### config.mk
export PLATFORM = sky130hd
export DESIGN_NAME = fetch_stage
export DESIGN_NICKNAME = d
export VERILOG_FILES = /design/src/source/cpu_isa_pkg.sv /design/src/source/fetch_stage.sv
export SDC_FILE = /design/constraint.sdc
export NUM_CORES = 1
export LEC_CHECK = 0
export BUFFER_PORTS_ARGS = -buffer_cell sky130_fd_sc_hd__buf_2
export CAP_MARGIN = 40
export CORE_ASPECT_RATIO = 1.25
export CORE_UTILIZATION = 45
export DETAILED_ROUTE_END_ITERATION = 8
export MAX_ROUTING_LAYER = met4
export PLACE_DENSITY = 0.81
export SYNTH_ARGS = -nofsm -noshare
export SYNTH_HDL_FRONTEND = slang
export SYNTH_SLANG_ARGS = --single-unit
### constraint.sdc
create_clock -name clk -period 4.5 [get_ports clk]
set_clock_uncertainty 0.2 [all_clocks]
set_input_delay 0.9 -clock clk [delete_from_list [all_inputs] [get_ports clk]]
set_output_delay 0.9 -clock clk [all_outputs]
set_load 0.02 [all_outputs]
### src/source/cpu_isa_pkg.sv
package cpu_isa_pkg;

    typedef logic [63:0] word_t;    // register value
    typedef logic [31:0] addr_t;    // byte address
    typedef logic [31:0] instr_t;   // instruction word
    typedef logic [4:0]  reg_idx_t; // register number
    typedef logic [11:0] literal_t; // L field

    // opcode field, bits 31:27
    typedef enum logic [4:0] {
        op_and    = 5'h00,
        op_or     = 5'h01,
        op_xor    = 5'h02,
        op_not    = 5'h03,
        op_shftr  = 5'h04,
        op_shftri = 5'h05,
        op_shftl  = 5'h06,
        op_shftli = 5'h07,
        op_br     = 5'h08, // pc = rd
        op_brr_rd = 5'h09, // pc += rd
        op_brr_l  = 5'h0a, // pc += sext(L)
        op_brnz   = 5'h0b,
        op_brgt   = 5'h0e,
        op_halt   = 5'h0f,
        op_load   = 5'h10, // mov rd, (rs)(L)
        op_mov_rs = 5'h11,
        op_mov_l  = 5'h12,
        op_store  = 5'h13, // mov (rd)(L), rs
        op_add    = 5'h18,
        op_addi   = 5'h19,
        op_sub    = 5'h1a,
        op_subi   = 5'h1b
    } opcode_e;

    localparam addr_t pc_reset_addr     = 32'h0000_2000; // first fetch
    localparam word_t stack_reset_value = 64'h8_0000;    // r31 after reset
    localparam addr_t instr_bytes       = 32'd4;

    // mov r0, r0 with all other fields zero
    localparam instr_t nop_instr = {op_mov_rs, 27'd0};

endpackage

### src/source/fetch_stage.sv
module fetch_stage (
    input  logic                clk,
    input  logic                reset,
    input  logic                stall,
    input  logic                redirect,
    input  cpu_isa_pkg::addr_t  branch_target,
    input  logic                halt_seen,
    input  cpu_isa_pkg::instr_t instr,
    output cpu_isa_pkg::addr_t  fetch_addr,
    output cpu_isa_pkg::addr_t  ifid_pc,
    output cpu_isa_pkg::instr_t ifid_instr
);
    cpu_isa_pkg::addr_t pc;

    assign fetch_addr = pc; // instr comes back this cycle

    always_ff @(posedge clk or posedge reset) begin
        if (reset) begin
            pc <= cpu_isa_pkg::pc_reset_addr;
        end else if (redirect) begin
            pc <= branch_target; // taken branch in decode
        end else if (!stall && !halt_seen) begin
            pc <= pc + cpu_isa_pkg::instr_bytes;
        end
    end

    // IF/ID register
    always_ff @(posedge clk or posedge reset) begin
        if (reset) begin
            ifid_pc    <= '0;
            ifid_instr <= cpu_isa_pkg::nop_instr;
        end else if (redirect || halt_seen) begin
            ifid_instr <= cpu_isa_pkg::nop_instr; // squash wrong path
        end else if (!stall) begin
            ifid_pc    <= pc;
            ifid_instr <= instr;
        end
    end

endmodule

==> impl_metrics.tcl <==
set metrics [dict create \
    run_status "complete, no violations" \
    initial_utilization_pct 47.3 \
    antennaDiodeCount 0 \
    gr-total-overflow 0 \
    post-cts-setup-buffer-count 0 \
    worst-setup-path-type "input pin to register" \
    hold_buffers 0 \
    asyncSetResetFlopFracSynth_pct 100 \
    worst_setup_path_end_kind "register" \
    count_of_unresolved_drc_violations_after_routing 0 \
    number_of_flops_mapped_to_enable_cells_by_yosys 0 \
    shortest_clock_period_the_worst_path_allows_after_layout_ps 2700 \
    num-nets-final 643 \
    seq_area_um2 2410 \
    ys.warnings.count 0 \
    synth.lib_cells_used.distinct 37 \
    hold_ws_ps 255 \
    netlist_instances 414 \
    die_width_um 88.2 \
    syn_area_per_cell_um2 10.1 \
    port-buffer-count 164 \
    tritoncts "done" \
    max_slew_margin_pct 55.4 \
    final_hold_viol_count 0 \
    core-area_um2 8840 \
    synth_seq_cells 96 \
    vias_per_cell 5.39 \
    first_global_vias 3565 \
    grt_usage_pct 24.5 \
    power_per_cell_area_nw_per_um2 370 \
    clock_insertion_delay_worst_skew_ps 360 \
    worstPathArrival_ps 2780 \
    initial_antenna_violation_count 0 \
    fp.dieArea_um2 9680 \
    flow.area_growth_from_synthesis_pct 27.7 \
    dp_worst_setup_slack_ps 1430 \
    proportion_of_layout_cells_with_a_drive_suffix_above_1_pct 33.8 \
    worstSetupStartpointType "input pin" \
    layout_setup_ws_ps 1800 \
    max_slew.worst_pin.slew_ps 667 \
    final_antenna_net_count 0 \
    syn-num-nets 484 \
    h-tree-depth 3 \
    finalWeightedCongestion 0.864 \
    multi_input_gate_area_in_the_final_layout_um2 1660 \
    cts_buffer_depth 2 \
    post_detailed_route_wirelength_per_cell_um 16.0 \
    post_cts_resized 0 \
    max_clock_freq_mhz 371 \
    critical_path_required_ps 4580 \
    placement_rows 38 \
    syn-cell-area_um2 4180 \
    post-route-period-util_pct 59.9 \
    firstDrtPassIters 5 \
    dp_hpwl_mm 8.05 \
    timing.setup.tns_ps 0 \
    max_slew_violations 0 \
    grt_setup_unrepaired "no" \
    cts-buffers-inserted 9 \
    grt_start_max_net_pins 58 \
    boundaryPins 165 \
    num-fill-cells 819 \
    ys_dominant_reg_cell "sky130_fd_sc_hd__dfrtp_1" \
    max-cap-violations 0 \
    drt_iter0_markers 275 \
    leak_pwr_uw 0.00273 \
    critical_path.max_fanout 19 \
    grt_pass1_wl_mm 17.3 \
    num_vias 3757 \
    post-route-util_pct 60.4 \
    post_synthesis_sequential_area_ratio_pct 57.6 \
    hold_path.class "input pin to asynchronous set/reset pin" \
    wirelength_mm 11.2 \
    cts_root_buf "sky130_fd_sc_hd__clkbuf_8" \
    fp.dieH_um 110 \
    vdd_ir_drop_max_v 0.000192 \
    clkSlewWorstSetupHoldPaths_ps 90 \
    finalSetupViolations 0 \
    clock-sinks 96 \
]
==> area by class of cell <==
class	count	share of cell area, %
flip-flops and latches	96	45.1
multi-input cells	289	31.2
repair buffers	172	17.0
well taps	120	2.81
clock buffers	12	2.72
clock inverters	3	0.797
inverters	5	0.398
==> flip-flops by register name, indices dropped and copies added (netlist names) <==
signal and count:
fetch_addr 32, ifid_instr 32, ifid_pc 32
==> per-stage QoR <==
stage / cells / instance area, µm² / power [µW]
finish: 697 / 5340 / 1970
detailed placement: 682 / 5150 / 1440
floorplan: 414 / 4180 / 1270
global placement: 680 / 5110 / 1430
global route: 697 / 5340 / 2070
CTS: 697 / 5340 / 1990
==> layout by cell type (no fill, tap or decap), types with 2 or more instances in the layout <==
master                        n
sky130_fd_sc_hd__buf_4        6
sky130_fd_sc_hd__o31a_1       2
sky130_fd_sc_hd__nand3_1     14
sky130_fd_sc_hd__clkbuf_8    10
sky130_fd_sc_hd__and4_1       6
sky130_fd_sc_hd__buf_2      164
sky130_fd_sc_hd__a22o_1      30
sky130_fd_sc_hd__nand2_1    120
sky130_fd_sc_hd__o22a_1       2
sky130_fd_sc_hd__o211ai_1     3
sky130_fd_sc_hd__dfrtp_1     93
sky130_fd_sc_hd__xnor2_1      4
sky130_fd_sc_hd__inv_1        4
sky130_fd_sc_hd__o41ai_1      2
sky130_fd_sc_hd__or4_1       15
sky130_fd_sc_hd__o31ai_1      9
sky130_fd_sc_hd__dfstp_2      3
sky130_fd_sc_hd__and3_1       5
sky130_fd_sc_hd__nor4_1       3
sky130_fd_sc_hd__a31oi_1     12
sky130_fd_sc_hd__nor2_1      15
sky130_fd_sc_hd__mux2_2       2
sky130_fd_sc_hd__nand4_1      8
sky130_fd_sc_hd__o21ai_0     16
sky130_fd_sc_hd__clkbuf_1     2
sky130_fd_sc_hd__xor2_1       7
sky130_fd_sc_hd__nand4bb_1    2
==> path summary, 6_finish.rpt <==
| kind | start | endpoint | slack, ps | cells past startpoint |
|---|---|---|---|---|
| max | stall | fetch_addr[17]$_DFFE_PP0N_ | 1800 | 5 |
| min | reset | ifid_instr[28]$_DFFE_PP0P_ | 250 | 2 |
| max reg2reg | fetch_addr[5]$_DFFE_PP0N_ | fetch_addr[17]$_DFFE_PP0N_ | 1840 | 4 |
| min reg2reg | ifid_pc[20]$_DFFE_PP0P_ | ifid_pc[20]$_DFFE_PP0P_ | 270 | 2 |
| max in group asynchronous | reset | fetch_addr[19]$_DFFE_PP0N_ | 2900 | 4 |
| min in group clk | ifid_pc[20]$_DFFE_PP0P_ | ifid_pc[20]$_DFFE_PP0P_ | 270 | 2 |
==> routing by layer <==
metal	GRT usage, %	wire length (µm)	up-vias
li1	-	-	1798
met4	14.2	296	0
met2	38.8	5570	142
met3	3.08	589	22
met1	30.1	4690	1795
met5	-	0	-
==> cell usage after synthesis, drive strengths merged (3+ instances only) <==
master | count | share of area [%]
a22o | 30 | 6.3
a31oi | 12 | 1.8
and3 | 5 | 0.75
and4 | 6 | 1.3
buf | 4 | 0.48
clkbuf | 20 | 1.8
dfrtp | 93 | 56
dfstp | 3 | 1.9
inv | 5 | 0.45
nand2 | 120 | 11
nand3 | 14 | 1.7
nand4 | 8 | 1.2
nor2 | 15 | 1.3
nor4 | 3 | 0.45
o211ai | 3 | 0.54
o21ai | 16 | 1.9
o31ai | 9 | 1.6
or4 | 15 | 2.7
xnor2 | 4 | 0.84
xor2 | 7 | 1.5
==> critical path, stage by stage <==
cell                       delay, ps
sky130_fd_sc_hd__buf_2           150
sky130_fd_sc_hd__and4bb_4        380
sky130_fd_sc_hd__nand3_1         480
sky130_fd_sc_hd__or4_1           680
sky130_fd_sc_hd__a31oi_1         190
==> cells by family after synthesis <==
| logic type | after synthesis | synth area share, % |
|---|---|---|
| AOI/OAI and AO/OA | 79 | 14.1 |
| muxes | 3 | 0.778 |
| adders and majority gates | 1 | 0.299 |
| buffers and inverters | 29 | 2.72 |
| and+or+nand+nor | 195 | 22.2 |
| xor gates and xnor gates | 11 | 2.31 |
| DFF | 96 | 57.6 |
==> power by group <==
part / switching, µW / internal [µW]
registers: 75.9 / 949
clock network: 282 / 269
logic: 253 / 145
(Power assumes the default switching activity.)
