<file path="config.mk">
export PLATFORM = sky130hd
export DESIGN_NAME = mem_writeback
export DESIGN_NICKNAME = d
export VERILOG_FILES = /design/src/source/cpu_isa_pkg.sv /design/src/source/cpu_pipe_pkg.sv /design/src/source/mem_writeback.sv
export SDC_FILE = /design/constraint.sdc
export NUM_CORES = 1
export LEC_CHECK = 0
export BUFFER_PORTS_ARGS = -buffer_cell sky130_fd_sc_hd__buf_4
export CELL_PAD_IN_SITES_DETAIL_PLACEMENT = 0
export CELL_PAD_IN_SITES_GLOBAL_PLACEMENT = 1
export CORE_AREA = 2 2 196 198
export CTS_CLUSTER_DIAMETER = 120
export DETAILED_ROUTE_END_ITERATION = 12
export DIE_AREA = 0 0 198 200
export GPL_TIMING_DRIVEN = 0
export PLACE_DENSITY = 0.54
export RECOVER_POWER = 50
export SETUP_SLACK_MARGIN = 0.3
export SYNTH_ARGS = -nofsm -noshare
export SYNTH_HDL_FRONTEND = slang
export SYNTH_SLANG_ARGS = --single-unit
export TNS_END_PERCENT = 20
</file>
<file path="constraint.sdc">
create_clock -name clk -period 4.85 [get_ports clk]
set_clock_uncertainty 0.1 [all_clocks]
set_input_delay 0.7275 -clock clk [delete_from_list [all_inputs] [get_ports clk]]
set_output_delay 0.7275 -clock clk [all_outputs]
set_load 0.1 [all_outputs]
</file>
<file path="src/source/cpu_isa_pkg.sv">
package cpu_isa_pkg;

    typedef logic [63:0] word_t;    // register value
    typedef logic [31:0] addr_t;    // byte address
    typedef logic [31:0] instr_t;   // instruction word
    typedef logic [4:0]  reg_idx_t; // register number
    typedef logic [11:0] literal_t; // L field

    // opcode field, bits 31:27
    typedef enum logic [4:0] {
        op_and    = 5'h00,
        op_or     = 5'h01,
        op_xor    = 5'h02,
        op_not    = 5'h03,
        op_shftr  = 5'h04,
        op_shftri = 5'h05,
        op_shftl  = 5'h06,
        op_shftli = 5'h07,
        op_br     = 5'h08, // pc = rd
        op_brr_rd = 5'h09, // pc += rd
        op_brr_l  = 5'h0a, // pc += sext(L)
        op_brnz   = 5'h0b,
        op_brgt   = 5'h0e,
        op_halt   = 5'h0f,
        op_load   = 5'h10, // mov rd, (rs)(L)
        op_mov_rs = 5'h11,
        op_mov_l  = 5'h12,
        op_store  = 5'h13, // mov (rd)(L), rs
        op_add    = 5'h18,
        op_addi   = 5'h19,
        op_sub    = 5'h1a,
        op_subi   = 5'h1b
    } opcode_e;

    localparam addr_t pc_reset_addr     = 32'h0000_2000; // first fetch
    localparam word_t stack_reset_value = 64'h8_0000;    // r31 after reset
    localparam addr_t instr_bytes       = 32'd4;

    // mov r0, r0 with all other fields zero
    localparam instr_t nop_instr = {op_mov_rs, 27'd0};

endpackage

</file>
<file path="src/source/cpu_pipe_pkg.sv">
package cpu_pipe_pkg;

    // control bits that travel down the pipe
    typedef struct packed {
        logic reg_write;
        logic mem_read;
        logic mem_write;
        logic mem_to_reg; // wb picks load data
        logic halt;
    } ctrl_t;

    // operand source in EX
    typedef enum logic [1:0] {
        from_regfile = 2'd0,
        from_exmem   = 2'd1,
        from_memwb   = 2'd2
    } fwd_sel_e;

    typedef struct packed {
        fwd_sel_e rd;
        fwd_sel_e rs;
        fwd_sel_e rt;
    } fwd_ctrl_t;

    typedef struct packed {
        ctrl_t                 ctrl;
        cpu_isa_pkg::opcode_e  opcode;
        cpu_isa_pkg::reg_idx_t rd;
        cpu_isa_pkg::reg_idx_t rs;
        cpu_isa_pkg::reg_idx_t rt;
        cpu_isa_pkg::literal_t L;
        cpu_isa_pkg::word_t    rd_val;
        cpu_isa_pkg::word_t    rs_val;
        cpu_isa_pkg::word_t    rt_val;
    } idex_t;

    // what decode needs to know about the ID/EX occupant
    typedef struct packed {
        ctrl_t                 ctrl;
        cpu_isa_pkg::reg_idx_t dest;
    } dest_info_t;

    typedef struct packed {
        ctrl_t                 ctrl;
        cpu_isa_pkg::word_t    alu_result; // also the data address
        cpu_isa_pkg::word_t    store_data;
        cpu_isa_pkg::reg_idx_t dest;
    } exmem_t;

    typedef struct packed {
        ctrl_t                 ctrl;
        cpu_isa_pkg::word_t    mem_data;
        cpu_isa_pkg::word_t    alu_result;
        cpu_isa_pkg::reg_idx_t dest;
    } memwb_t;

    // writeback channel
    typedef struct packed {
        logic                  we;
        cpu_isa_pkg::reg_idx_t dest;
        cpu_isa_pkg::word_t    data;
    } wb_t;

endpackage

</file>
<file path="src/source/mem_writeback.sv">
module mem_writeback (
    input  logic                 clk,
    input  logic                 reset,
    input  cpu_pipe_pkg::exmem_t exmem,
    input  cpu_isa_pkg::word_t   load_data,
    output cpu_isa_pkg::addr_t   data_addr,
    output logic                 store_we,
    output cpu_isa_pkg::word_t   store_data,
    output cpu_pipe_pkg::memwb_t memwb,
    output cpu_pipe_pkg::wb_t    wb,
    output logic                 hlt
);
    logic hlt_q; // halt already retired

    // data port, load data returns in the same cycle
    assign data_addr  = exmem.alu_result[31:0];
    assign store_we   = exmem.ctrl.mem_write;
    assign store_data = exmem.store_data;

    always_ff @(posedge clk or posedge reset) begin
        if (reset)
            memwb <= '0;
        else
            memwb <= '{ctrl: exmem.ctrl, mem_data: load_data,
                       alu_result: exmem.alu_result, dest: exmem.dest};
    end

    assign wb.we   = memwb.ctrl.reg_write;
    assign wb.dest = memwb.dest;
    assign wb.data = memwb.ctrl.mem_to_reg ? memwb.mem_data : memwb.alu_result;

    always_ff @(posedge clk or posedge reset) begin
        if (reset)
            hlt_q <= 1'b0;
        else if (memwb.ctrl.halt)
            hlt_q <= 1'b1;
    end

    assign hlt = hlt_q || memwb.ctrl.halt; // up from the halt's wb cycle

endmodule

</file>
==> results of run 1 <==
==> stage by stage <==
step	instance area, sq um	setup slack (ns)	instances
after global routing	9840	2.09	1306
after floorplan	5350	2.23	316
after global placement	9330	1.18	1272
after CTS	9990	2.10	1306
after detailed placement	9390	2.60	1275
final	9840	2.20	1307
==> cells in the mapped netlist <==
cell type and number:
buf_6 1, or2_2 2, mux2_4 60, buf_4 103
dfrtp_1 139, mux2_2 4, buf_12 6, inv_1 1
==> registers in the layout (all words and copies together), names as in the netlist <==
register	cells
hlt_q	1
memwb	138
==> worst max-delay path: stages (launching register included) <==
cell and delay [ns]:
dfrtp_1 0.36, buf_6 0.26, buf_12 0.19, mux2_4 0.33, buf_4 0.24
==> cell families after synthesis <==
group                  Yosys count  synth area share
buffers and inverters          111             0.170
DFF                            139             0.651
muxes                           64             0.177
and+or+nand+nor                  2           0.00234
==> layer usage <==
| layer | routed length [um] | part of all wire | track usage |
|---|---|---|---|
| met1 | 6940 | 0.34 | 0.0956 |
| met2 | 11100 | 0.55 | 0.183 |
| met3 | 1890 | 0.094 | 0.0407 |
| met4 | 301 | 0.015 | 0.0343 |
| met5 | 0 | 0 | 0 |
==> area by class of cell <==
| type | count | area (sq um) |
|---|---|---|
| repair buffers | 448 | 3250 |
| plain buffers | 110 | 905 |
| flip-flops and latches | 139 | 3480 |
| well taps | 511 | 639 |
| multi-input cells | 66 | 958 |
| diodes | 1 | 2.50 |
| clock inverters | 13 | 168 |
| fillers | 3930 | 27600 |
| inverters | 1 | 5.00 |
| clock buffers | 18 | 429 |
==> path summary, 6_finish.rpt <==
kind                                       end  cells past startpoint  slack [ns]                  from
max in group asynchronous  memwb[17]$_DFF_PP0_                      4        3.13                 reset
min in group asynchronous  memwb[40]$_DFF_PP0_                      2        0.47                 reset
hold reg to reg              hlt_q$_DFFE_PP0P_                      1        0.35     hlt_q$_DFFE_PP0P_
setup / recovery                        wb[47]                      4        2.20  memwb[134]$_DFF_PP0_
setup reg to reg             hlt_q$_DFFE_PP0P_                      1        3.96  memwb[133]$_DFF_PP0_
hold / removal             memwb[39]$_DFF_PP0_                      1        0.32            exmem[103]
==> power breakdown <==
group | switching, mW | internal, mW
combinational | 1.25 | 0.360
sequential | 0.0373 | 1.22
clock | 0.534 | 0.810
total | 1.82 | 2.39
==> run metrics, run 1 <==
Die Area=39600 sq um; fraction of layout cells with a size suffix above 1=0.775; routability-driven placement congestion ratio=0.760; largest net degree at the start of global routing=41; Yosys top cell by area=dfrtp_1; WL/cell=15.4 um; VDD IR max=0.000221 V; Starting Density=0.143; Pwr Total=4.21 mW; DRT antenna net count=0; Remaining DRCs=0; critical path peak fanout=10; level count of the clock H-tree=4; DRT Pass-1 Iters=3; Layout Utilization=0.263; worst hold path class=in -> reg; startpoint types=flop; Final Setup Violations=0; RSZ-0062 raised after global routing=false; post-CTS sizing=0; Post-CTS Hold Fix Bufs=0; most frequent cells in the layout=395 x buf_4, 139 x dfrtp_1, 114 x clkbuf_4, 60 x mux2_4, 40 x clkbuf_1; synth top area cells=dfrtp_1 65%, mux2_4 17%, buf_4 14%; Synth warnings=0; # port buffers=445; Req. time, crit path=4.02 ns; most common cell after layout, fill and taps aside=buf_4; Synth Register Bits=139; Synth top area share=0.651; Max Cap Viol=0; Worst EP arrival=1.83 ns; clock root buffer=clkbuf_16; Slew headroom=0.163; final WL=20.2 mm; worst-skew pair later-pin latency=0.43 ns; mean post-synth cell area=16.9 sq um; I/O pin count=510; fin. max-slew vios=0; synth unique cells=8; Sink Count=139; critical path type=reg -> out; Via-to-Cell Ratio=3.16; dpl hpwl=16.9 mm; Setup crit end kind=primary output; Worst Max-Slew Pin Slew=1.25 ns; via count=4127; Mapped Nets=520; sequential fraction of the synthesis area=0.651; Final #Nets=987; initial antenna violation count=1; Hold Fails Final Rpt=0; grt total ovfl=0; gr usage total=0.0973; Reg clk slew, reported paths=0.06 ns; crit path time final=2.65 ns; Die Y-Extent=200 um; TNS Setup=0 ns; TritonCTS Buffers=17; First DRT Iteration DRCs=72; die width=198 um; first-pass GRT wire length=27.1 mm; # Post-CTS Setup Buffers=0; period utilization=0.547; Fin Hold WS=0.321 ns; Lkg Pwr=4.97 nW; area delta synth->final=84.1%; post-synthesis cell count=316; status=finished clean; row cnt=71; P per Cell Area=427 nW/um^2; Post-Syn Area=5350 sq um; f_max=0.377 GHz; Core ar.=37400 sq um; Clock Tree Buf Depth=2; vias in the first global route=4266; CTS tree=built
No activity file was read; power rests on OpenSTA's default activity.
==> run 2: changes to the inputs <==
--- a/config.mk
+++ b/config.mk
@@ -8,12 +8,12 @@
 export BUFFER_PORTS_ARGS = -buffer_cell sky130_fd_sc_hd__buf_4
 export CELL_PAD_IN_SITES_DETAIL_PLACEMENT = 0
 export CELL_PAD_IN_SITES_GLOBAL_PLACEMENT = 1
-export CORE_AREA = 2 2 196 198
+export CORE_AREA = 2 2 198 200
 export CTS_CLUSTER_DIAMETER = 120
 export DETAILED_ROUTE_END_ITERATION = 12
-export DIE_AREA = 0 0 198 200
+export DIE_AREA = 0 0 200 202
 export GPL_TIMING_DRIVEN = 0
-export PLACE_DENSITY = 0.54
+export PLACE_DENSITY = 0.55
 export RECOVER_POWER = 50
 export SETUP_SLACK_MARGIN = 0.3
 export SYNTH_ARGS = -nofsm -noshare
==> constraint.sdc (replaced) <==
create_clock -name clk -period 2.4 [get_ports clk]
set_clock_uncertainty 0.1 [all_clocks]
set_input_delay 0.36 -clock clk [delete_from_list [all_inputs] [get_ports clk]]
set_output_delay 0.36 -clock clk [all_outputs]
set_load 0.1 [all_outputs]
==> run 2 against run 1 <==
Net effect:
- die area up 2.0%
- sequential power up 100%
- flip-flop and latch count unchanged
- combinational power up 110%
- critical path depth unchanged
==> run metrics, run 2 (synthesized netlist as in run 1, its figures left out) <==
period utilization=0.932; critical path peak fanout=10 (unchanged); Clock Tree Buf Depth=2 (unchanged); DRT antenna net count=0 (unchanged); Req. time, crit path=1.94 ns (-2.08 ns); Via-to-Cell Ratio=3.21 (+1.8%); VDD IR max=0.000452 V (+100%); layout filler cell count=3999 (+1.8%); TritonCTS Buffers=17 (unchanged); Setup crit end kind=primary output; Worst EP arrival=1.78 ns (-0.05 ns); area delta synth->final=108%; die width=200 um (+1.0%); Final Setup Violations=0 (unchanged); critical path type=reg -> out; WL/cell=14.4 um (-7.1%); # port buffers=445 (unchanged); crit path time final=2.24 ns; register area=3480 sq um (unchanged); Final #Nets=1128 (+14%); routability-driven placement congestion ratio=0.795 (+4.7%); level count of the clock H-tree=4 (unchanged); row cnt=72 (+1.4%); clock root buffer=clkbuf_16; Starting Density=0.140 (-0.00331); Die Y-Extent=202 um (+1.0%); final worst-path setup slack=0.164 ns (-2.03 ns); grt total ovfl=0 (unchanged); Top reg by flops=memwb; dpl hpwl=16.2 mm (-4.0%); Core ar.=38300 sq um (+2.4%); fin. max-slew vios=0 (unchanged); final WL=20.9 mm (+3.4%); Regs by FF count=memwb: 138 flops, hlt_q: 1 flops; P per Cell Area=791 nW/um^2 (+85%); Slew headroom=0.154 (-0.00858); largest net degree at the start of global routing=38 (-7.3%); startpoint types=flop; first-pass GRT wire length=29.2 mm (+7.8%); CTS tree=built; most common cell after layout, fill and taps aside=buf_4; RSZ-0062 raised after global routing=true; via count=4677 (+13%); dpl ws=0.501 ns (-2.10 ns); Sink Count=139 (unchanged); Remaining DRCs=0 (unchanged); I/O pin count=510 (unchanged); Pwr Total=8.79 mW (+110%); worst-skew pair later-pin latency=0.42 ns (about the same); Lkg Pwr=5.41 nW (+8.8%); area of the multi-input gates=958 sq um (unchanged); max FFs per register=138 (unchanged); DRT Pass-1 Iters=4 (+1); worst hold path class=reg -> reg; gr usage total=0.100 (+0.00287); fraction of layout cells with a size suffix above 1=0.611 (-0.164); Reg clk slew, reported paths=0.06 ns (about the same); most frequent cells in the layout=347 x buf_4, 139 x dfrtp_1, 139 x dlygate4sd3_1, 118 x clkbuf_4, 85 x clkbuf_1; initial antenna violation count=1 (unchanged); Hold Fails Final Rpt=0 (unchanged); Die Area=40400 sq um (+2.0%); Layout Utilization=0.290 (+0.0272); First DRT Iteration DRCs=62 (-14%); vias in the first global route=5064 (+19%); Worst Max-Slew Pin Slew=1.27 ns (+0.0252 ns); status=finished clean; f_max=0.447 GHz; Max Cap Viol=0 (unchanged)
run 2: cell type report:
cell class / instances / area share
clock buffer: 21 / 0.0423
antenna: 1 / 0.000225
inverter: 1 / 0.000675
buffer: 110 / 0.0822
sequential: 139 / 0.313
tap: 518 / 0.0583
clock inverter: 10 / 0.0146
multi-input combinational: 66 / 0.0862
timing repair buffer: 589 / 0.402
run 2: power by group:
group	switching, mW	internal, mW	total (mW)
combinational	2.55	0.839	3.39
sequential	0.0721	2.46	2.54
clock	1.04	1.82	2.86
run 2: worst max-delay path: stages, from the launching register on:
cell and delay (ns):
dfrtp_1 0.39, buf_12 0.20, buf_12 0.18, mux2_4 0.32, buf_4 0.24
run 2: per-stage QoR:
stage | hold slack, ns | cell area [sq um] | setup TNS [ns] | std cells
after floorplan | 0.291 | 5350 | 0 | 316
final | 0.355 | 11100 | 0 | 1455
after detailed placement | 0.341 | 9400 | 0 | 1282
after global routing | 0.378 | 11100 | 0 | 1455
after CTS | 0.357 | 11400 | 0 | 1454
after global placement | 0.345 | 9340 | -123.31 | 1279
run 2: repair_timing:
item	CTS	global route
endpoints found under the setup margin	64	64
setup buffers	2	0
hold endpoints to repair	171	0
resized for setup	2	0
hold buffers	139	0
run 2: routing by layer:
metal / up-vias / GRT usage / routed length [um]
li1: 2151 / - / -
met1: 2187 / 0.0966 / 7290
met2: 315 / 0.188 / 11100
met3: 24 / 0.0360 / 2000
met4: 0 / 0.0439 / 491
met5: - / 0 / 0
run 2: path summary, 6_finish.rpt:
check | from | to | slack, ns | cells after the start
worst min register to register | hlt_q$_DFFE_PP0P_ | hlt_q$_DFFE_PP0P_ | 0.36 | 1
worst max register to register | memwb[133]$_DFF_PP0_ | hlt_q$_DFFE_PP0P_ | 1.52 | 1
max in group asynchronous | reset | memwb[22]$_DFF_PP0_ | 0.36 | 4
worst max-delay path | memwb[134]$_DFF_PP0_ | wb[5] | 0.16 | 4
worst min-delay path | hlt_q$_DFFE_PP0P_ | hlt_q$_DFFE_PP0P_ | 0.36 | 1
min in group asynchronous | reset | memwb[137]$_DFF_PP0_ | 0.52 | 3
