==> src/source/cpu_isa_pkg.sv <==
package cpu_isa_pkg;

    typedef logic [63:0] word_t;    // register value
    typedef logic [31:0] addr_t;    // byte address
    typedef logic [31:0] instr_t;   // instruction word
    typedef logic [4:0]  reg_idx_t; // register number
    typedef logic [11:0] literal_t; // L field

    // opcode field, bits 31:27
    typedef enum logic [4:0] {
        op_and    = 5'h00,
        op_or     = 5'h01,
        op_xor    = 5'h02,
        op_not    = 5'h03,
        op_shftr  = 5'h04,
        op_shftri = 5'h05,
        op_shftl  = 5'h06,
        op_shftli = 5'h07,
        op_br     = 5'h08, // pc = rd
        op_brr_rd = 5'h09, // pc += rd
        op_brr_l  = 5'h0a, // pc += sext(L)
        op_brnz   = 5'h0b,
        op_brgt   = 5'h0e,
        op_halt   = 5'h0f,
        op_load   = 5'h10, // mov rd, (rs)(L)
        op_mov_rs = 5'h11,
        op_mov_l  = 5'h12,
        op_store  = 5'h13, // mov (rd)(L), rs
        op_add    = 5'h18,
        op_addi   = 5'h19,
        op_sub    = 5'h1a,
        op_subi   = 5'h1b
    } opcode_e;

    localparam addr_t pc_reset_addr     = 32'h0000_2000; // first fetch
    localparam word_t stack_reset_value = 64'h8_0000;    // r31 after reset
    localparam addr_t instr_bytes       = 32'd4;

    // mov r0, r0 with all other fields zero
    localparam instr_t nop_instr = {op_mov_rs, 27'd0};

endpackage

==> src/source/cpu_pipe_pkg.sv <==
package cpu_pipe_pkg;

    // control bits that travel down the pipe
    typedef struct packed {
        logic reg_write;
        logic mem_read;
        logic mem_write;
        logic mem_to_reg; // wb picks load data
        logic halt;
    } ctrl_t;

    // operand source in EX
    typedef enum logic [1:0] {
        from_regfile = 2'd0,
        from_exmem   = 2'd1,
        from_memwb   = 2'd2
    } fwd_sel_e;

    typedef struct packed {
        fwd_sel_e rd;
        fwd_sel_e rs;
        fwd_sel_e rt;
    } fwd_ctrl_t;

    typedef struct packed {
        ctrl_t                 ctrl;
        cpu_isa_pkg::opcode_e  opcode;
        cpu_isa_pkg::reg_idx_t rd;
        cpu_isa_pkg::reg_idx_t rs;
        cpu_isa_pkg::reg_idx_t rt;
        cpu_isa_pkg::literal_t L;
        cpu_isa_pkg::word_t    rd_val;
        cpu_isa_pkg::word_t    rs_val;
        cpu_isa_pkg::word_t    rt_val;
    } idex_t;

    // what decode needs to know about the ID/EX occupant
    typedef struct packed {
        ctrl_t                 ctrl;
        cpu_isa_pkg::reg_idx_t dest;
    } dest_info_t;

    typedef struct packed {
        ctrl_t                 ctrl;
        cpu_isa_pkg::word_t    alu_result; // also the data address
        cpu_isa_pkg::word_t    store_data;
        cpu_isa_pkg::reg_idx_t dest;
    } exmem_t;

    typedef struct packed {
        ctrl_t                 ctrl;
        cpu_isa_pkg::word_t    mem_data;
        cpu_isa_pkg::word_t    alu_result;
        cpu_isa_pkg::reg_idx_t dest;
    } memwb_t;

    // writeback channel
    typedef struct packed {
        logic                  we;
        cpu_isa_pkg::reg_idx_t dest;
        cpu_isa_pkg::word_t    data;
    } wb_t;

endpackage

==> src/source/pipeline_control.sv <==
module pipeline_control (
    input  logic                     clk,
    input  logic                     reset,
    input  cpu_isa_pkg::addr_t       ifid_pc,
    input  cpu_isa_pkg::instr_t      ifid_instr,
    input  cpu_isa_pkg::word_t       rd_val,
    input  cpu_isa_pkg::word_t       rs_val,
    input  cpu_isa_pkg::word_t       rt_val,
    input  cpu_pipe_pkg::dest_info_t idex_dest_info,
    input  cpu_pipe_pkg::exmem_t     exmem,
    input  cpu_pipe_pkg::memwb_t     memwb,
    output cpu_isa_pkg::reg_idx_t    rd_idx,
    output cpu_isa_pkg::reg_idx_t    rs_idx,
    output cpu_isa_pkg::reg_idx_t    rt_idx,
    output logic                     stall,
    output logic                     redirect,
    output cpu_isa_pkg::addr_t       branch_target,
    output logic                     halt_seen,
    output cpu_pipe_pkg::idex_t      idex_in,
    output logic                     idex_bubble,
    output cpu_pipe_pkg::fwd_ctrl_t  fwd
);
    cpu_isa_pkg::opcode_e   opcode;
    cpu_isa_pkg::literal_t  literal;
    cpu_pipe_pkg::ctrl_t    ctrl;
    logic                   taken;
    logic                   uses_rd, uses_rs, uses_rt; // branch sources
    logic                   ex_hit, mem_hit;
    logic                   load_use, branch_wait;
    cpu_isa_pkg::reg_idx_t  ex_rs, ex_rt; // sources of the ID/EX occupant

    // EX/MEM wins over MEM/WB
    function automatic cpu_pipe_pkg::fwd_sel_e pick(input cpu_isa_pkg::reg_idx_t src,
                                                     input cpu_pipe_pkg::exmem_t  em,
                                                     input cpu_pipe_pkg::memwb_t  mw);
        if (em.ctrl.reg_write && em.dest == src)
            pick = cpu_pipe_pkg::from_exmem;
        else if (mw.ctrl.reg_write && mw.dest == src)
            pick = cpu_pipe_pkg::from_memwb;
        else
            pick = cpu_pipe_pkg::from_regfile;
    endfunction

    assign opcode  = cpu_isa_pkg::opcode_e'(ifid_instr[31:27]);
    assign rd_idx  = ifid_instr[26:22];
    assign rs_idx  = ifid_instr[21:17];
    assign rt_idx  = ifid_instr[16:12];
    assign literal = ifid_instr[11:0];

    always_comb begin
        ctrl = '0; // unknown opcodes and branches do nothing downstream
        case (opcode)
            cpu_isa_pkg::op_add, cpu_isa_pkg::op_addi, cpu_isa_pkg::op_sub,
            cpu_isa_pkg::op_subi, cpu_isa_pkg::op_and, cpu_isa_pkg::op_or,
            cpu_isa_pkg::op_xor, cpu_isa_pkg::op_not, cpu_isa_pkg::op_shftr,
            cpu_isa_pkg::op_shftri, cpu_isa_pkg::op_shftl, cpu_isa_pkg::op_shftli,
            cpu_isa_pkg::op_mov_l:
                ctrl.reg_write = 1'b1;
            cpu_isa_pkg::op_mov_rs:
                ctrl.reg_write = (ifid_instr != cpu_isa_pkg::nop_instr); // squash slot
            cpu_isa_pkg::op_load: begin
                ctrl.reg_write  = 1'b1;
                ctrl.mem_read   = 1'b1;
                ctrl.mem_to_reg = 1'b1;
            end
            cpu_isa_pkg::op_store: ctrl.mem_write = 1'b1;
            cpu_isa_pkg::op_halt:  ctrl.halt      = 1'b1;
            default: ;
        endcase
    end

    // branches resolve here on register file values
    always_comb begin
        taken         = 1'b0;
        uses_rd       = 1'b0;
        uses_rs       = 1'b0;
        uses_rt       = 1'b0;
        branch_target = rd_val[31:0];
        case (opcode)
            cpu_isa_pkg::op_br: begin
                uses_rd = 1'b1;
                taken   = 1'b1;
            end
            cpu_isa_pkg::op_brr_rd: begin
                uses_rd       = 1'b1;
                taken         = 1'b1;
                branch_target = ifid_pc + rd_val[31:0];
            end
            cpu_isa_pkg::op_brr_l: begin
                taken         = 1'b1;
                branch_target = ifid_pc + {{20{literal[11]}}, literal};
            end
            cpu_isa_pkg::op_brnz: begin
                uses_rd = 1'b1;
                uses_rs = 1'b1;
                taken   = (rs_val != '0);
            end
            cpu_isa_pkg::op_brgt: begin
                uses_rd = 1'b1;
                uses_rs = 1'b1;
                uses_rt = 1'b1;
                taken   = ($signed(rs_val) > $signed(rt_val));
            end
            default: ;
        endcase
    end

    // no wait on MEM/WB as the register file reads write-first
    assign ex_hit  = (uses_rd && idex_dest_info.dest == rd_idx) ||
                     (uses_rs && idex_dest_info.dest == rs_idx) ||
                     (uses_rt && idex_dest_info.dest == rt_idx);
    assign mem_hit = (uses_rd && exmem.dest == rd_idx) ||
                     (uses_rs && exmem.dest == rs_idx) ||
                     (uses_rt && exmem.dest == rt_idx);
    assign branch_wait = (idex_dest_info.ctrl.reg_write && ex_hit) ||
                         (exmem.ctrl.reg_write && mem_hit);

    assign load_use = idex_dest_info.ctrl.mem_read &&
                      (idex_dest_info.dest == rd_idx || idex_dest_info.dest == rs_idx ||
                       idex_dest_info.dest == rt_idx);

    assign stall       = load_use || branch_wait;
    assign redirect    = taken && !stall && !halt_seen; // fetch stays frozen after halt
    assign idex_bubble = stall || redirect || halt_seen;

    assign idex_in = '{ctrl: ctrl, opcode: opcode, rd: rd_idx, rs: rs_idx, rt: rt_idx,
                       L: literal, rd_val: rd_val, rs_val: rs_val, rt_val: rt_val};

    assign fwd.rd = pick(idex_dest_info.dest, exmem, memwb);
    assign fwd.rs = pick(ex_rs, exmem, memwb);
    assign fwd.rt = pick(ex_rt, exmem, memwb);

    always_ff @(posedge clk or posedge reset) begin
        if (reset) begin
            halt_seen <= 1'b0;
            ex_rs     <= '0;
            ex_rt     <= '0;
        end else begin
            if (ctrl.halt && !stall)
                halt_seen <= 1'b1; // stays until reset
            if (idex_bubble) begin
                ex_rs <= '0;
                ex_rt <= '0;
            end else begin
                ex_rs <= rs_idx; // follows ID/EX
                ex_rt <= rt_idx;
            end
        end
    end

endmodule

==> config.mk <==
export PLATFORM = sky130hd
export DESIGN_NAME = pipeline_control
export DESIGN_NICKNAME = d
export VERILOG_FILES = /design/src/source/cpu_isa_pkg.sv /design/src/source/cpu_pipe_pkg.sv /design/src/source/pipeline_control.sv
export SDC_FILE = /design/constraint.sdc
export NUM_CORES = 1
export LEC_CHECK = 0
export ABC_AREA = 1
export BUFFER_PORTS_ARGS = -buffer_cell sky130_fd_sc_hd__buf_2
export CAP_MARGIN = 20
export CORE_AREA = 2 2 320 322
export CTS_CLUSTER_SIZE = 28
export DETAILED_ROUTE_END_ITERATION = 8
export DIE_AREA = 0 0 322 324
export GPL_TIMING_DRIVEN = 0
export PLACE_DENSITY = 0.3
export SLEW_MARGIN = 5
export SYNTH_ARGS = -nofsm -noshare
export SYNTH_HDL_FRONTEND = slang
export SYNTH_SLANG_ARGS = --single-unit
export TNS_END_PERCENT = 5
==> constraint.sdc <==
create_clock -name clk -period 2.8 [get_ports clk]
set_clock_uncertainty 0.1 [all_clocks]
set_input_delay 0.14 -clock clk [delete_from_list [all_inputs] [get_ports clk]]
set_output_delay 0.14 -clock clk [all_outputs]
set_load 0.03 [all_outputs]
==> PnR_summary.wiki, run 1 <==
{| class="wikitable"
! Metric !! Value
|-
| Result of the run || finished with violations
|-
| Violations in the final reports || negative setup slack
|-
| Total number of vias || 10.08k
|-
| Max-cap violation count || 0
|-
| Residual antenna-violating net count after detailed routing || 0
|-
| Power share of the clock group || 0.081
|-
| GRT Total Usage || 0.1168
|-
| Setup WS pre-CTS || -1.918 ns
|-
| Final nets || between 2k and 2.5k
|-
| Worst Setup Start Kind || input port
|-
| Commonest cells after routing, fill and taps aside || buf_2, buf_4, nand2_1
|-
| Die area || 104300 sq um
|-
| Synth top area share || 0.2382
|-
| Met3 Resource Use GR || 0.04352
|-
| Number of cells in the design after placement || 3057
|-
| Mean area per synthesized cell || between 6 and 7 sq um
|-
| Path class of the lowest-slack min-delay path || in2reg
|-
| Area grow syn2layout || 81.07%
|-
| VDD IR max || roughly 0.20 mV
|-
| Minimum clock period || ~3.3 ns
|-
| Leading area contributor after synthesis || buf_4
|-
| Cell at the root of the clock tree || clkbuf_16
|-
| Clock Pin Slew Worst Setup and Hold Paths || ~0.05 ns
|-
| Slack of the critical path || -0.4968 ns
|-
| Area of the core || roughly 100000 sq um
|-
| Critical path's slowest cell || ha_4
|-
| Max frequency || around 300 MHz
|-
| Via density || around 3.2
|-
| Htree depth || 1
|-
| Ys async rst share || 1.000
|-
| Count of placed standard cells in the final layout, fillers left out || around 3.1k
|-
| Arrival time reported for the critical path endpoint || roughly 3 ns
|-
| Synthesis warning total || 0
|-
| Critical Path RT || between 2 and 3 ns
|-
| CTS tree || done
|-
| Tightest Pin Transition || around 0.94 ns
|-
| Total iterations of the first detailed-routing run || 4
|-
| Cells after Synth || approximately 1.2k
|-
| Detail Placement HPWL || 59010 microns
|-
| Most common library cell in the layout ignoring fill and taps || buf_2
|-
| Leading register cell type out of synthesis || dfrtp_1
|-
| Placement row count || 117
|-
| Clk buf depth || 2
|-
| Final routed wirelength across all metal layers || approximately 64000 microns
|-
| Summed instance area of the synthesized netlist || 7564 sq um
|-
| CP endpoint kind || output port
|-
| Sequential power share || 0.059
|-
| Routed len/inst || approximately 21 microns
|-
| Antenna violations before repair || 53
|-
| Power density relative to cell area || around 240 nW/um^2
|-
| Number of global-route vias before repair || 9854
|-
| Routability cong. || 0.8075
|-
| Peak-usage layer in the global routing report || met2
|-
| Synthesized net count || 1865
|-
| Unrepaired setup endpoints after global routing || true
|-
| Height of the die || ~320 microns
|-
| Endpoints failing hold || 0
|-
| Die boundary width || around 320 microns
|-
| Setup Viol. Count Final || 27
|-
| Number of distinct library cell variants in the gate-level netlist after synthesis || 45
|-
| Portion of the clock cycle consumed by the worst path in the final layout || 1.177
|-
| Clock latency on the worst-skew pair || around 0.24 ns
|-
| Critical path type || in2out
|-
| CTS buffer count || 3
|-
| Num ports || 830
|-
| Delay of the slowest cell on the worst path || around 0.36 ns
|-
| Yosys reg bits || 11
|-
| Gate power share || 0.860
|-
| Clock sink total || 11
|-
| Switching pwr || roughly 0.0018 W
|-
| Portion of the post-synthesis area used by sequential elements || 0.03639
|-
| List of cells traversed by the critical path || buf_8 > inv_8 > nand2_4 > nor2_4 > inv_4 > nor2_8 > inv_6 > or2_4 > buf_8 > o21ai_0 > inv_1 > ha_4 > nand2_8 > nor2_4 > nand4_1 > o21ai_2 > inv_2 > o21ai_4 > nand2_2 > nand3b_1 > nand3_2 > nand2_2 > buf_6
|-
| EDFF count, synth || 0
|-
| Initial standard-cell utilization of the core || 0.07488
|-
| Leak pwr || 6.942 nW
|-
| Port buffer count || around 520
|-
| Worst slew margin relative to its limit || 0.3743
|-
| Global-route wire length before repair || a little over 80000 microns
|-
| Share of final-layout standard cells stronger than drive strength 1 || 0.5723
|-
| Total congestion overflow after global routing || 0
|-
| Number of violations reported at the end of detailed-routing iteration 0 || between 300 and 400
|-
| Slew Limit Fails || 0
|-
| Sw Ratio || 0.5533
|-
| Maximum number of pins on one net before global-route repair || 12
|-
| GRT met2 Usage || 0.1927
|-
| Max Fanout on Critical Path || 5
|-
| # DRC || 0
|-
| Met1 usage || 0.1524
|-
| Total power || 0.003325 W
|-
| Cell-internal power || 0.001485 W
|-
| Top cells by area in the synthesized netlist || buf_4, ha_1, nand2_1, inv_1, o21ai_0
|}
## metal layers
metal	routed length, microns	part of all wire
met1	29370	0.46
met2	28480	0.44
met3	5990	0.093
met4	308	0.0048
met5	243	0.0038
## layout make-up
cell class                 instances  area (sq um)
multi-input combinational        780          5924
tap                             1309          1638
buffer                           261          1986
sequential                        11         275.3
fill                           11910         87310
antenna                            5         12.51
inverter                         173         664.4
clock buffer                       4         78.83
timing repair buffer             562          3117
## cells by family (layout without fill, tap and decap cells)
family,count (synthesis),in the layout,share of synthesized area
AND/OR/NAND/NOR,418,418,0.2531
XOR/XNOR,48,48,0.05558
buffers and inverters,434,1000,0.3373
AO/OA/AOI/OAI,218,218,0.1578
adder cells (fa/ha/maj),96,96,0.1598
other,0,5,0
flip-flops,11,11,0.03639
## metrics by stage
step                utilization  hold WS (ns)  cell area (sq um)  setup TNS, ns
floorplan                     -       -0.1076               7601         -1.606
global placement         0.1173        0.1029              11850         -49.38
detailed placement       0.1175        0.1091              11870         -48.49
CTS                      0.1306        0.1300              13190         -14.86
global route             0.1355        0.1378              13680         -14.89
finish                   0.1356        0.1319              13700         -10.18
## synthesized netlist by cell type (2+ instances only)
master,number
nand3_1,42
xor2_1,30
a21boi_0,2
nor2_1,65
nand3_2,4
nor4_1,31
nor3b_1,2
dfrtp_1,11
or2_2,7
inv_2,6
xnor2_1,18
buf_2,9
nand2_1,211
ha_1,95
clkbuf_2,2
nor3_1,14
o21ai_1,5
o22ai_1,7
a21o_1,3
clkbuf_1,9
o221ai_1,3
a31oi_1,8
o21bai_1,4
nand4_1,20
nand3b_1,4
o211ai_1,2
o21ai_0,90
o21a_1,8
buf_4,240
inv_1,167
nor2_2,11
a2111o_1,2
a21oi_1,81
## critical path: cells and delay by family
kind	cells	cell delay [ns]
simple gates	11	1.30
buf+inv	8	0.76
compound gates	3	0.47
fa+ha+maj	1	0.36
## final timing paths
kind | startpoint | endpoint | slack [ns] | depth (start not counted)
max | ifid_instr[31] | branch_target[21] | -0.50 | 23
min reg2reg | halt_seen | halt_seen | 0.50 | 1
min in group asynchronous | reset | ex_rs[4] | 0.45 | 3
max in group asynchronous | reset | ex_rt[1] | 1.79 | 3
min | ifid_instr[17] | ex_rs[0] | 0.13 | 3
max reg2reg | halt_seen | ex_rs[3] | 1.54 | 4
## sequential cells by signal, summed over array words and instances (netlist names)
signal and cells:
ex_rs 5, ex_rt 5, halt_seen 1
## power by group through the flow
| stage | logic [W] | registers [W] | clock network [W] |
|---|---|---|---|
| after floorplan | 0.00148 | 0.000199 | 0 |
| after detailed placement | 0.00242 | 0.000198 | 0 |
| after global placement | 0.00242 | 0.000199 | 0 |
| final | 0.00286 | 0.000197 | 0.000269 |
| after CTS | 0.00275 | 0.000196 | 0.000275 |
| after global routing | 0.00309 | 0.000200 | 0.000285 |
## repair_timing
| action | CTS | global route |
|---|---|---|
| pin swaps | 46 | 47 |
| setup buffers | 25 | 11 |
| setup endpoints to repair | 34 | 34 |
| gates resized for setup | 261 | 98 |
| cloned | 2 | 0 |
| hold buffers | 1 | 0 |
| hold endpoints to repair | 11 | 0 |
(Power assumes the default switching activity.)
==> inputs of run 2 (changes only) <==
CORE_AREA = 2 2 321 323   (was 2 2 320 322)
DIE_AREA = 0 0 323 325   (was 0 0 322 324)
clock period = 4 ns   (was 2.8 ns; I/O delays follow)
==> PnR_summary.wiki, run 2 (same netlist as run 1, synthesis figures left out) <==
{| class="wikitable"
! Metric !! Value
|-
| Number of cells in the design after placement || 3117 (was 3057)
|-
| Power share of the clock group || 0.087 (was 0.081)
|-
| Total number of vias || 9993 (was 10.08k)
|-
| Reg-to-reg slack, setup || 2.90 ns (was 1.54 ns)
|-
| Die area || 105000 sq um (was 104300 sq um)
|-
| Routed len/inst || 19.58 microns (was 20.74 microns)
|-
| Slew Limit Fails || 0 (unchanged)
|-
| GRT Total Usage || 0.1112 (was 0.1168)
|-
| Detail Placement HPWL || 57100 microns (was 59010 microns)
|-
| Antenna violations before repair || 47 (was 53)
|-
| Max frequency || 261.0 MHz
|-
| Htree depth || 1 (unchanged)
|-
| Num ports || 830 (unchanged)
|-
| Residual antenna-violating net count after detailed routing || 0 (unchanged)
|-
| Die boundary width || 323 microns (was 322 microns)
|-
| Initial standard-cell utilization of the core || 0.07466 (was 0.07488)
|-
| Final routed wirelength across all metal layers || 61560 microns (was 64390 microns)
|-
| Via density || 3.179 (was 3.245)
|-
| Global-route wire length before repair || 80400 microns (was 82590 microns)
|-
| Setup WS pre-CTS || -1.387 ns (was -1.918 ns)
|-
| Arrival time reported for the critical path endpoint || 3.53 ns (was 3.06 ns)
|-
| Critical Path RT || 3.70 ns (was 2.56 ns)
|-
| Cell at the root of the clock tree || clkbuf_16 (unchanged)
|-
| Max Fanout on Critical Path || 10 (was 5)
|-
| Routability cong. || 0.8033 (was 0.8075)
|-
| Sequential power share || 0.066 (was 0.059)
|-
| Placement row count || 117 (unchanged)
|-
| Gate power share || 0.847 (was 0.860)
|-
| Total iterations of the first detailed-routing run || 4 (unchanged)
|-
| Leak pwr || 6.564 nW (was 6.942 nW)
|-
| Slack of the critical path || 0.1689 ns (was -0.4968 ns)
|-
| Cell-internal power || 0.0008919 W (was 0.001485 W)
|-
| Portion of the clock cycle consumed by the worst path in the final layout || 0.9578
|-
| Crit Reg-Reg Startpoint || halt_seen (unchanged)
|-
| Switching pwr || 0.001187 W (was 0.001840 W)
|-
| Worst slew margin relative to its limit || 0.4480 (was 0.3743)
|-
| Tightest Pin Transition || 0.8279 ns (was 0.9385 ns)
|-
| Path class of the lowest-slack min-delay path || in2reg (unchanged)
|-
| Endpoint of the lowest-slack register-to-register path || ex_rs[3] (unchanged)
|-
| Count of cells along the worst register-to-register path || 4 (unchanged)
|-
| Share of final-layout standard cells stronger than drive strength 1 || 0.5139 (was 0.5723)
|-
| Hold Path Stages || 3 (unchanged)
|-
| Sw Ratio || 0.5710 (was 0.5533)
|-
| Clock Pin Slew Worst Setup and Hold Paths || 0.04 ns (was 0.05 ns)
|-
| Maximum number of pins on one net before global-route repair || 12 (unchanged)
|-
| Total congestion overflow after global routing || 0 (unchanged)
|-
| Area of the core || 101300 sq um (was 101000 sq um)
|-
| Critical path type || in2out (unchanged)
|-
| CTS buffer count || 3 (unchanged)
|-
| Commonest cells after routing, fill and taps aside || buf_2, buf_4, nand2_1 (unchanged)
|-
| Worst Setup Start Kind || input port (unchanged)
|-
| CP endpoint kind || output port (unchanged)
|-
| Clk buf depth || 2 (unchanged)
|-
| Most common library cell in the layout ignoring fill and taps || buf_2 (unchanged)
|-
| Clock sink total || 11 (unchanged)
|-
| Minimum clock period || around 3.8 ns
|-
| Regs by FF count || ex_rs x5, ex_rt x5, halt_seen x1 (unchanged)
|-
| Max-cap violation count || 0 (unchanged)
|-
| Number of violations reported at the end of detailed-routing iteration 0 || 375 (was 335)
|-
| Height of the die || 325 microns (was 324 microns)
|-
| CTS tree || done (unchanged)
|-
| VDD IR max || 0.07995 mV (was 0.1981 mV)
|-
| Result of the run || completed (was finished with violations)
|-
| Clock latency on the worst-skew pair || 0.23 ns (was 0.24 ns)
|-
| Port buffer count || 522 (unchanged)
|-
| Area grow syn2layout || 65.26% (was 81.07%)
|-
| Endpoints failing hold || 0 (unchanged)
|-
| Number of global-route vias before repair || 9810 (was 9854)
|-
| Endpoint of the worst hold-timing path || ex_rs[1] (was ex_rs[0])
|-
| Count of placed standard cells in the final layout, fillers left out || 3143 (was 3105)
|-
| Startpoint of the worst hold path || ifid_instr[18] (was ifid_instr[17])
|-
| Setup Viol. Count Final || 0 (was 27)
|-
| Unrepaired setup endpoints after global routing || true (unchanged)
|-
| # DRC || 0 (unchanged)
|-
| Final nets || 2404 (was 2432)
|-
| Power density relative to cell area || 166.3 nW/um^2 (was 242.7 nW/um^2)
|}
-- run 2: cell count changes in the layout (fill, tap and decap cells not counted), sizes merged --
cell	delta
buf	-28
diode	+7
-- run 2: metrics by stage --
stage / instance area (sq um) / util / hold slack, ns / total power, W / TNS (ns)
6_report: 12500 / 0.1234 / 0.2074 / 0.002079 / 0
5_1_grt: 12480 / 0.1232 / 0.2337 / 0.002245 / -0.09824
4_1_cts: 12220 / 0.1207 / 0.2241 / 0.002055 / -0.005633
3_5_place_dp: 11920 / 0.1176 / 0.1262 / 0.001825 / -30.25
3_3_place_gp: 11890 / 0.1173 / 0.1298 / 0.001831 / -30.35
2_1_floorplan: 7564 / - / -0.04756 / 0.001168 / 0
-- run 2: per-layer routing --
| layer | track usage | part of all wire |
|---|---|---|
| met5 | 0 | 0.0029 |
| met2 | 0.1659 | 0.41 |
| met3 | 0.04352 | 0.10 |
| met1 | 0.1553 | 0.48 |
| met4 | 0.008392 | 0.0092 |
-- run 2: what timing repair did --
item	in CTS	in global routing
endpoints found under the hold margin	11	0
setup endpoints to repair	30	21
buffers inserted	5	5
pin swaps	6	9
hold buffers	1	0
resized for setup	60	68
gates cloned	0	0
-- run 2: final cells by class --
type                            count  area, sq um
Fill cell                       12130        88800
Multi-Input combinational cell    780         5082
Timing Repair Buffer              535         2735
Buffer                            260         1932
Tap cell                         1368         1712
Inverter                          173        654.4
Sequential cell                    11        275.3
Clock buffer                        4        78.83
Antenna cell                       12        30.03
-- run 2: worst max-delay path, cell delays in order --
cell and delay, ns:
buf_2 0.18, inv_4 0.12, nand2_2 0.08, nor2_4 0.11
inv_2 0.08, nor2_8 0.17, buf_8 0.17, buf_8 0.18
o21ai_2 0.10, ha_1 0.38, nand2_1 0.19, o21ai_0 0.25
nor2_2 0.12, buf_4 0.15, o21ai_2 0.17, inv_2 0.10
or2_2 0.28, a31oi_1 0.26, buf_4 0.23
-- run 2: how the worst max path moves through the flow --
stage / start / endpoint / depth (start not counted)
6_report: ifid_instr[31] / branch_target[13] / 19
3_5_place_dp: ifid_instr[31] / branch_target[18] / 18
5_1_grt: ifid_instr[31] / branch_target[27] / 22
4_1_cts: ifid_instr[31] / branch_target[22] / 20
3_3_place_gp: ifid_instr[31] / branch_target[18] / 18
2_1_floorplan: ifid_instr[31] / branch_target[16] / 17
-- run 2: power groups by stage --
stage	clock network (W)	registers (W)	logic, W
floorplan	0	0.000139	0.00103
global placement	0	0.000140	0.00169
CTS	0.000182	0.000138	0.00174
finish	0.000180	0.000138	0.00176
detailed placement	0	0.000140	0.00169
global route	0.000189	0.000140	0.00192
==> inputs of run 3 (changes only) <==
--- a/constraint.sdc
+++ b/constraint.sdc
@@ -4,2 +4,2 @@
 set_output_delay 0.2 -clock clk [all_outputs]
-set_load 0.03 [all_outputs]
+set_load 0.005 [all_outputs]
==> PnR_summary.wiki, run 3 (same netlist as run 1, synthesis figures left out) <==
{| class="wikitable"
! Metric !! Value
|-
| Clk buf depth || 2 (unchanged)
|-
| Routability cong. || 0.8033 (unchanged)
|-
| Max-cap violation count || 0 (unchanged)
|-
| Number of filler instances in the final layout || 12.13k (about the same)
|-
| Routed len/inst || 19.55 microns (was 19.58 microns)
|-
| Die area || 105000 sq um (unchanged)
|-
| Worst path most repeated cell || nand2_1
|-
| Critical Path RT || 3.70 ns (about the same)
|-
| CTS buffer count || 3 (unchanged)
|-
| Maximum number of pins on one net before global-route repair || 12 (unchanged)
|-
| GRT Total Usage || 0.1108 (was 0.1112)
|-
| Die boundary width || 323 microns (unchanged)
|-
| Result of the run || completed (unchanged)
|-
| Total number of vias || 9979 (was 9993)
|-
| Detail Placement HPWL || 57100 microns (unchanged)
|-
| Worst Setup Start Kind || input port (unchanged)
|-
| Cell area after placement || 11920 sq um (unchanged)
|-
| Htree depth || 1 (unchanged)
|-
| Register Area || 275.3 sq um (unchanged)
|-
| Global-route wire length before repair || 80150 microns (was 80400 microns)
|-
| Power density relative to cell area || 141.3 nW/um^2 (was 166.3 nW/um^2)
|-
| Tightest Pin Transition || 0.9256 ns (was 0.8279 ns)
|-
| Setup WS pre-CTS || -1.336 ns (was -1.387 ns)
|-
| Total congestion overflow after global routing || 0 (unchanged)
|-
| Max Fanout on Critical Path || 10 (unchanged)
|-
| Worst slew margin relative to its limit || 0.3830 (was 0.4480)
|-
| Num ports || 830 (unchanged)
|-
| VDD IR max || 0.07962 mV (was 0.07995 mV)
|-
| Commonest cells after routing, fill and taps aside || buf_2, buf_4, nand2_1 (unchanged)
|-
| Worst slack on hold paths || 0.2065 ns (was 0.2074 ns)
|-
| # DRC || 0 (unchanged)
|-
| Clock Pin Slew Worst Setup and Hold Paths || 0.04 ns (about the same)
|-
| Endpoints failing hold || 0 (unchanged)
|-
| Port buffer count || 522 (unchanged)
|-
| Critical path type || in2out (unchanged)
|-
| Reg-to-reg slack, setup || 2.90 ns (about the same)
|-
| CTS tree || done (unchanged)
|-
| Max frequency || 261.8 MHz (was 261.0 MHz)
|-
| Area of the multi-input gates || 5064 sq um (was 5082 sq um)
|-
| Number of violations reported at the end of detailed-routing iteration 0 || 398 (was 375)
|-
| List of cells traversed by the critical path || buf_2 > inv_4 > nand2_2 > nor2_4 > inv_2 > nor2_8 > buf_8 > buf_6 > nand2_1 > o21ai_2 > ha_1 > nand2_1 > o21ai_0 > nor2_2 > buf_4 > o21ai_2 > inv_2 > o21ai_4 > nand2_1 > nand2_1 > nand2_1 > nand3_1 > nand2_1 > buf_2 (was buf_2 > inv_4 > nand2_2 > nor2_4 > inv_2 > nor2_8 > buf_8 > buf_8 > o21ai_2 > ha_1 > nand2_1 > o21ai_0 > nor2_2 > buf_4 > o21ai_2 > inv_2 > or2_2 > a31oi_1 > buf_4)
|-
| Arrival time reported for the critical path endpoint || 3.52 ns (was 3.53 ns)
|-
| Leak pwr || 6.570 nW (was 6.564 nW)
|-
| Initial standard-cell utilization of the core || 0.07466 (unchanged)
|-
| Placement row count || 117 (unchanged)
|-
| Via density || 3.175 (was 3.179)
|-
| Height of the die || 325 microns (unchanged)
|-
| Cell at the root of the clock tree || clkbuf_16 (unchanged)
|-
| Area of the core || 101300 sq um (unchanged)
|-
| Portion of the clock cycle consumed by the worst path in the final layout || 0.9548 (was 0.9578)
|-
| CP endpoint kind || output port (unchanged)
|-
| Final routed wirelength across all metal layers || 61440 microns (was 61560 microns)
|-
| Clock sink total || 11 (unchanged)
|-
| Most common library cell in the layout ignoring fill and taps || buf_2 (unchanged)
|-
| Count of placed standard cells in the final layout, fillers left out || 3143 (unchanged)
|-
| Slew Limit Fails || 0 (unchanged)
|-
| Clock latency on the worst-skew pair || 0.23 ns (about the same)
|-
| Critical path's slowest cell || ha_1 (unchanged)
|-
| Share of final-layout standard cells stronger than drive strength 1 || 0.5079 (was 0.5139)
|-
| Regs by FF count || ex_rs x5, ex_rt x5, halt_seen x1 (unchanged)
|-
| Delay of the slowest cell on the worst path || 0.28 ns (was 0.38 ns)
|-
| Minimum clock period || 3.819 ns (was 3.831 ns)
|-
| Final std cell area, no fill || 12470 sq um (was 12500 sq um)
|-
| Antenna violations before repair || 47 (unchanged)
|-
| Unrepaired setup endpoints after global routing || true (unchanged)
|-
| Final nets || 2405 (was 2404)
|-
| Setup Viol. Count Final || 0 (unchanged)
|-
| Total iterations of the first detailed-routing run || 4 (unchanged)
|-
| Area grow syn2layout || 64.83% (was 65.26%)
|-
| Number of global-route vias before repair || 9775 (was 9810)
|-
| Slack of the critical path || 0.1807 ns (was 0.1689 ns)
|-
| Residual antenna-violating net count after detailed routing || 0 (unchanged)
|-
| Number of cells in the design after placement || 3117 (unchanged)
|-
| Path class of the lowest-slack min-delay path || in2reg (unchanged)
|}
run 3: timing repair:
action                                  in CTS  in global routing
setup buffers                                3                  7
resized for setup                           42                 69
endpoints found under the setup margin      30                 23
endpoints found under the hold margin       11                  0
pin swaps                                    3                 11
hold buffers                                 1                  0
run 3: path summary, 6_finish.rpt:
check / endpoint / cells past startpoint / startpoint
worst max-delay path: branch_target[21] / 24 / ifid_instr[31]
worst min-delay path: ex_rs[1] / 3 / ifid_instr[18]
worst max register to register: ex_rs[3] / 4 / halt_seen
worst min register to register: halt_seen / 1 / halt_seen
max in group asynchronous: ex_rs[3] / 3 / reset
min in group asynchronous: halt_seen / 3 / reset
run 3: cell type report:
cell class / count / share of cell area
sequential: 11 / 0.02208
tap: 1368 / 0.1373
clock buffer: 4 / 0.006323
timing repair buffer: 535 / 0.2178
multi-input combinational: 780 / 0.4062
antenna: 11 / 0.002208
buffer: 261 / 0.1557
inverter: 173 / 0.05249
run 3: critical path, delay by kind of cell:
kind	cells	cell delay, ns
buffers and inverters	8	1.11
AO/OA/AOI/OAI	4	0.74
adder cells (fa/ha/maj)	1	0.28
AND/OR/NAND/NOR	11	1.16
run 3: report_power, final:
group	switching (W)	internal (W)	leakage (nW)
clock network	0.0000467	0.000134	0.0382
registers	0.0000131	0.000125	0.146
logic	0.000818	0.000626	6.39
run 3: metal layers:
metal,part of all wire,vias to the layer above,track usage
met4,0.0092,28,0.008392
li1,-,4885,-
met5,0.0029,-,0
met3,0.10,50,0.04358
met2,0.41,489,0.1653
met1,0.48,4527,0.1548
run 3: stage by stage:
stage / power [W] / setup TNS (ns) / utilization
after floorplan: 0.0008501 / 0 / -
after global placement: 0.001520 / -28.18 / 0.1173
after detailed placement: 0.001514 / -28.03 / 0.1176
after CTS: 0.001734 / -0.1115 / 0.1200
after global routing: 0.001928 / -0.06805 / 0.1229
final: 0.001762 / 0 / 0.1231
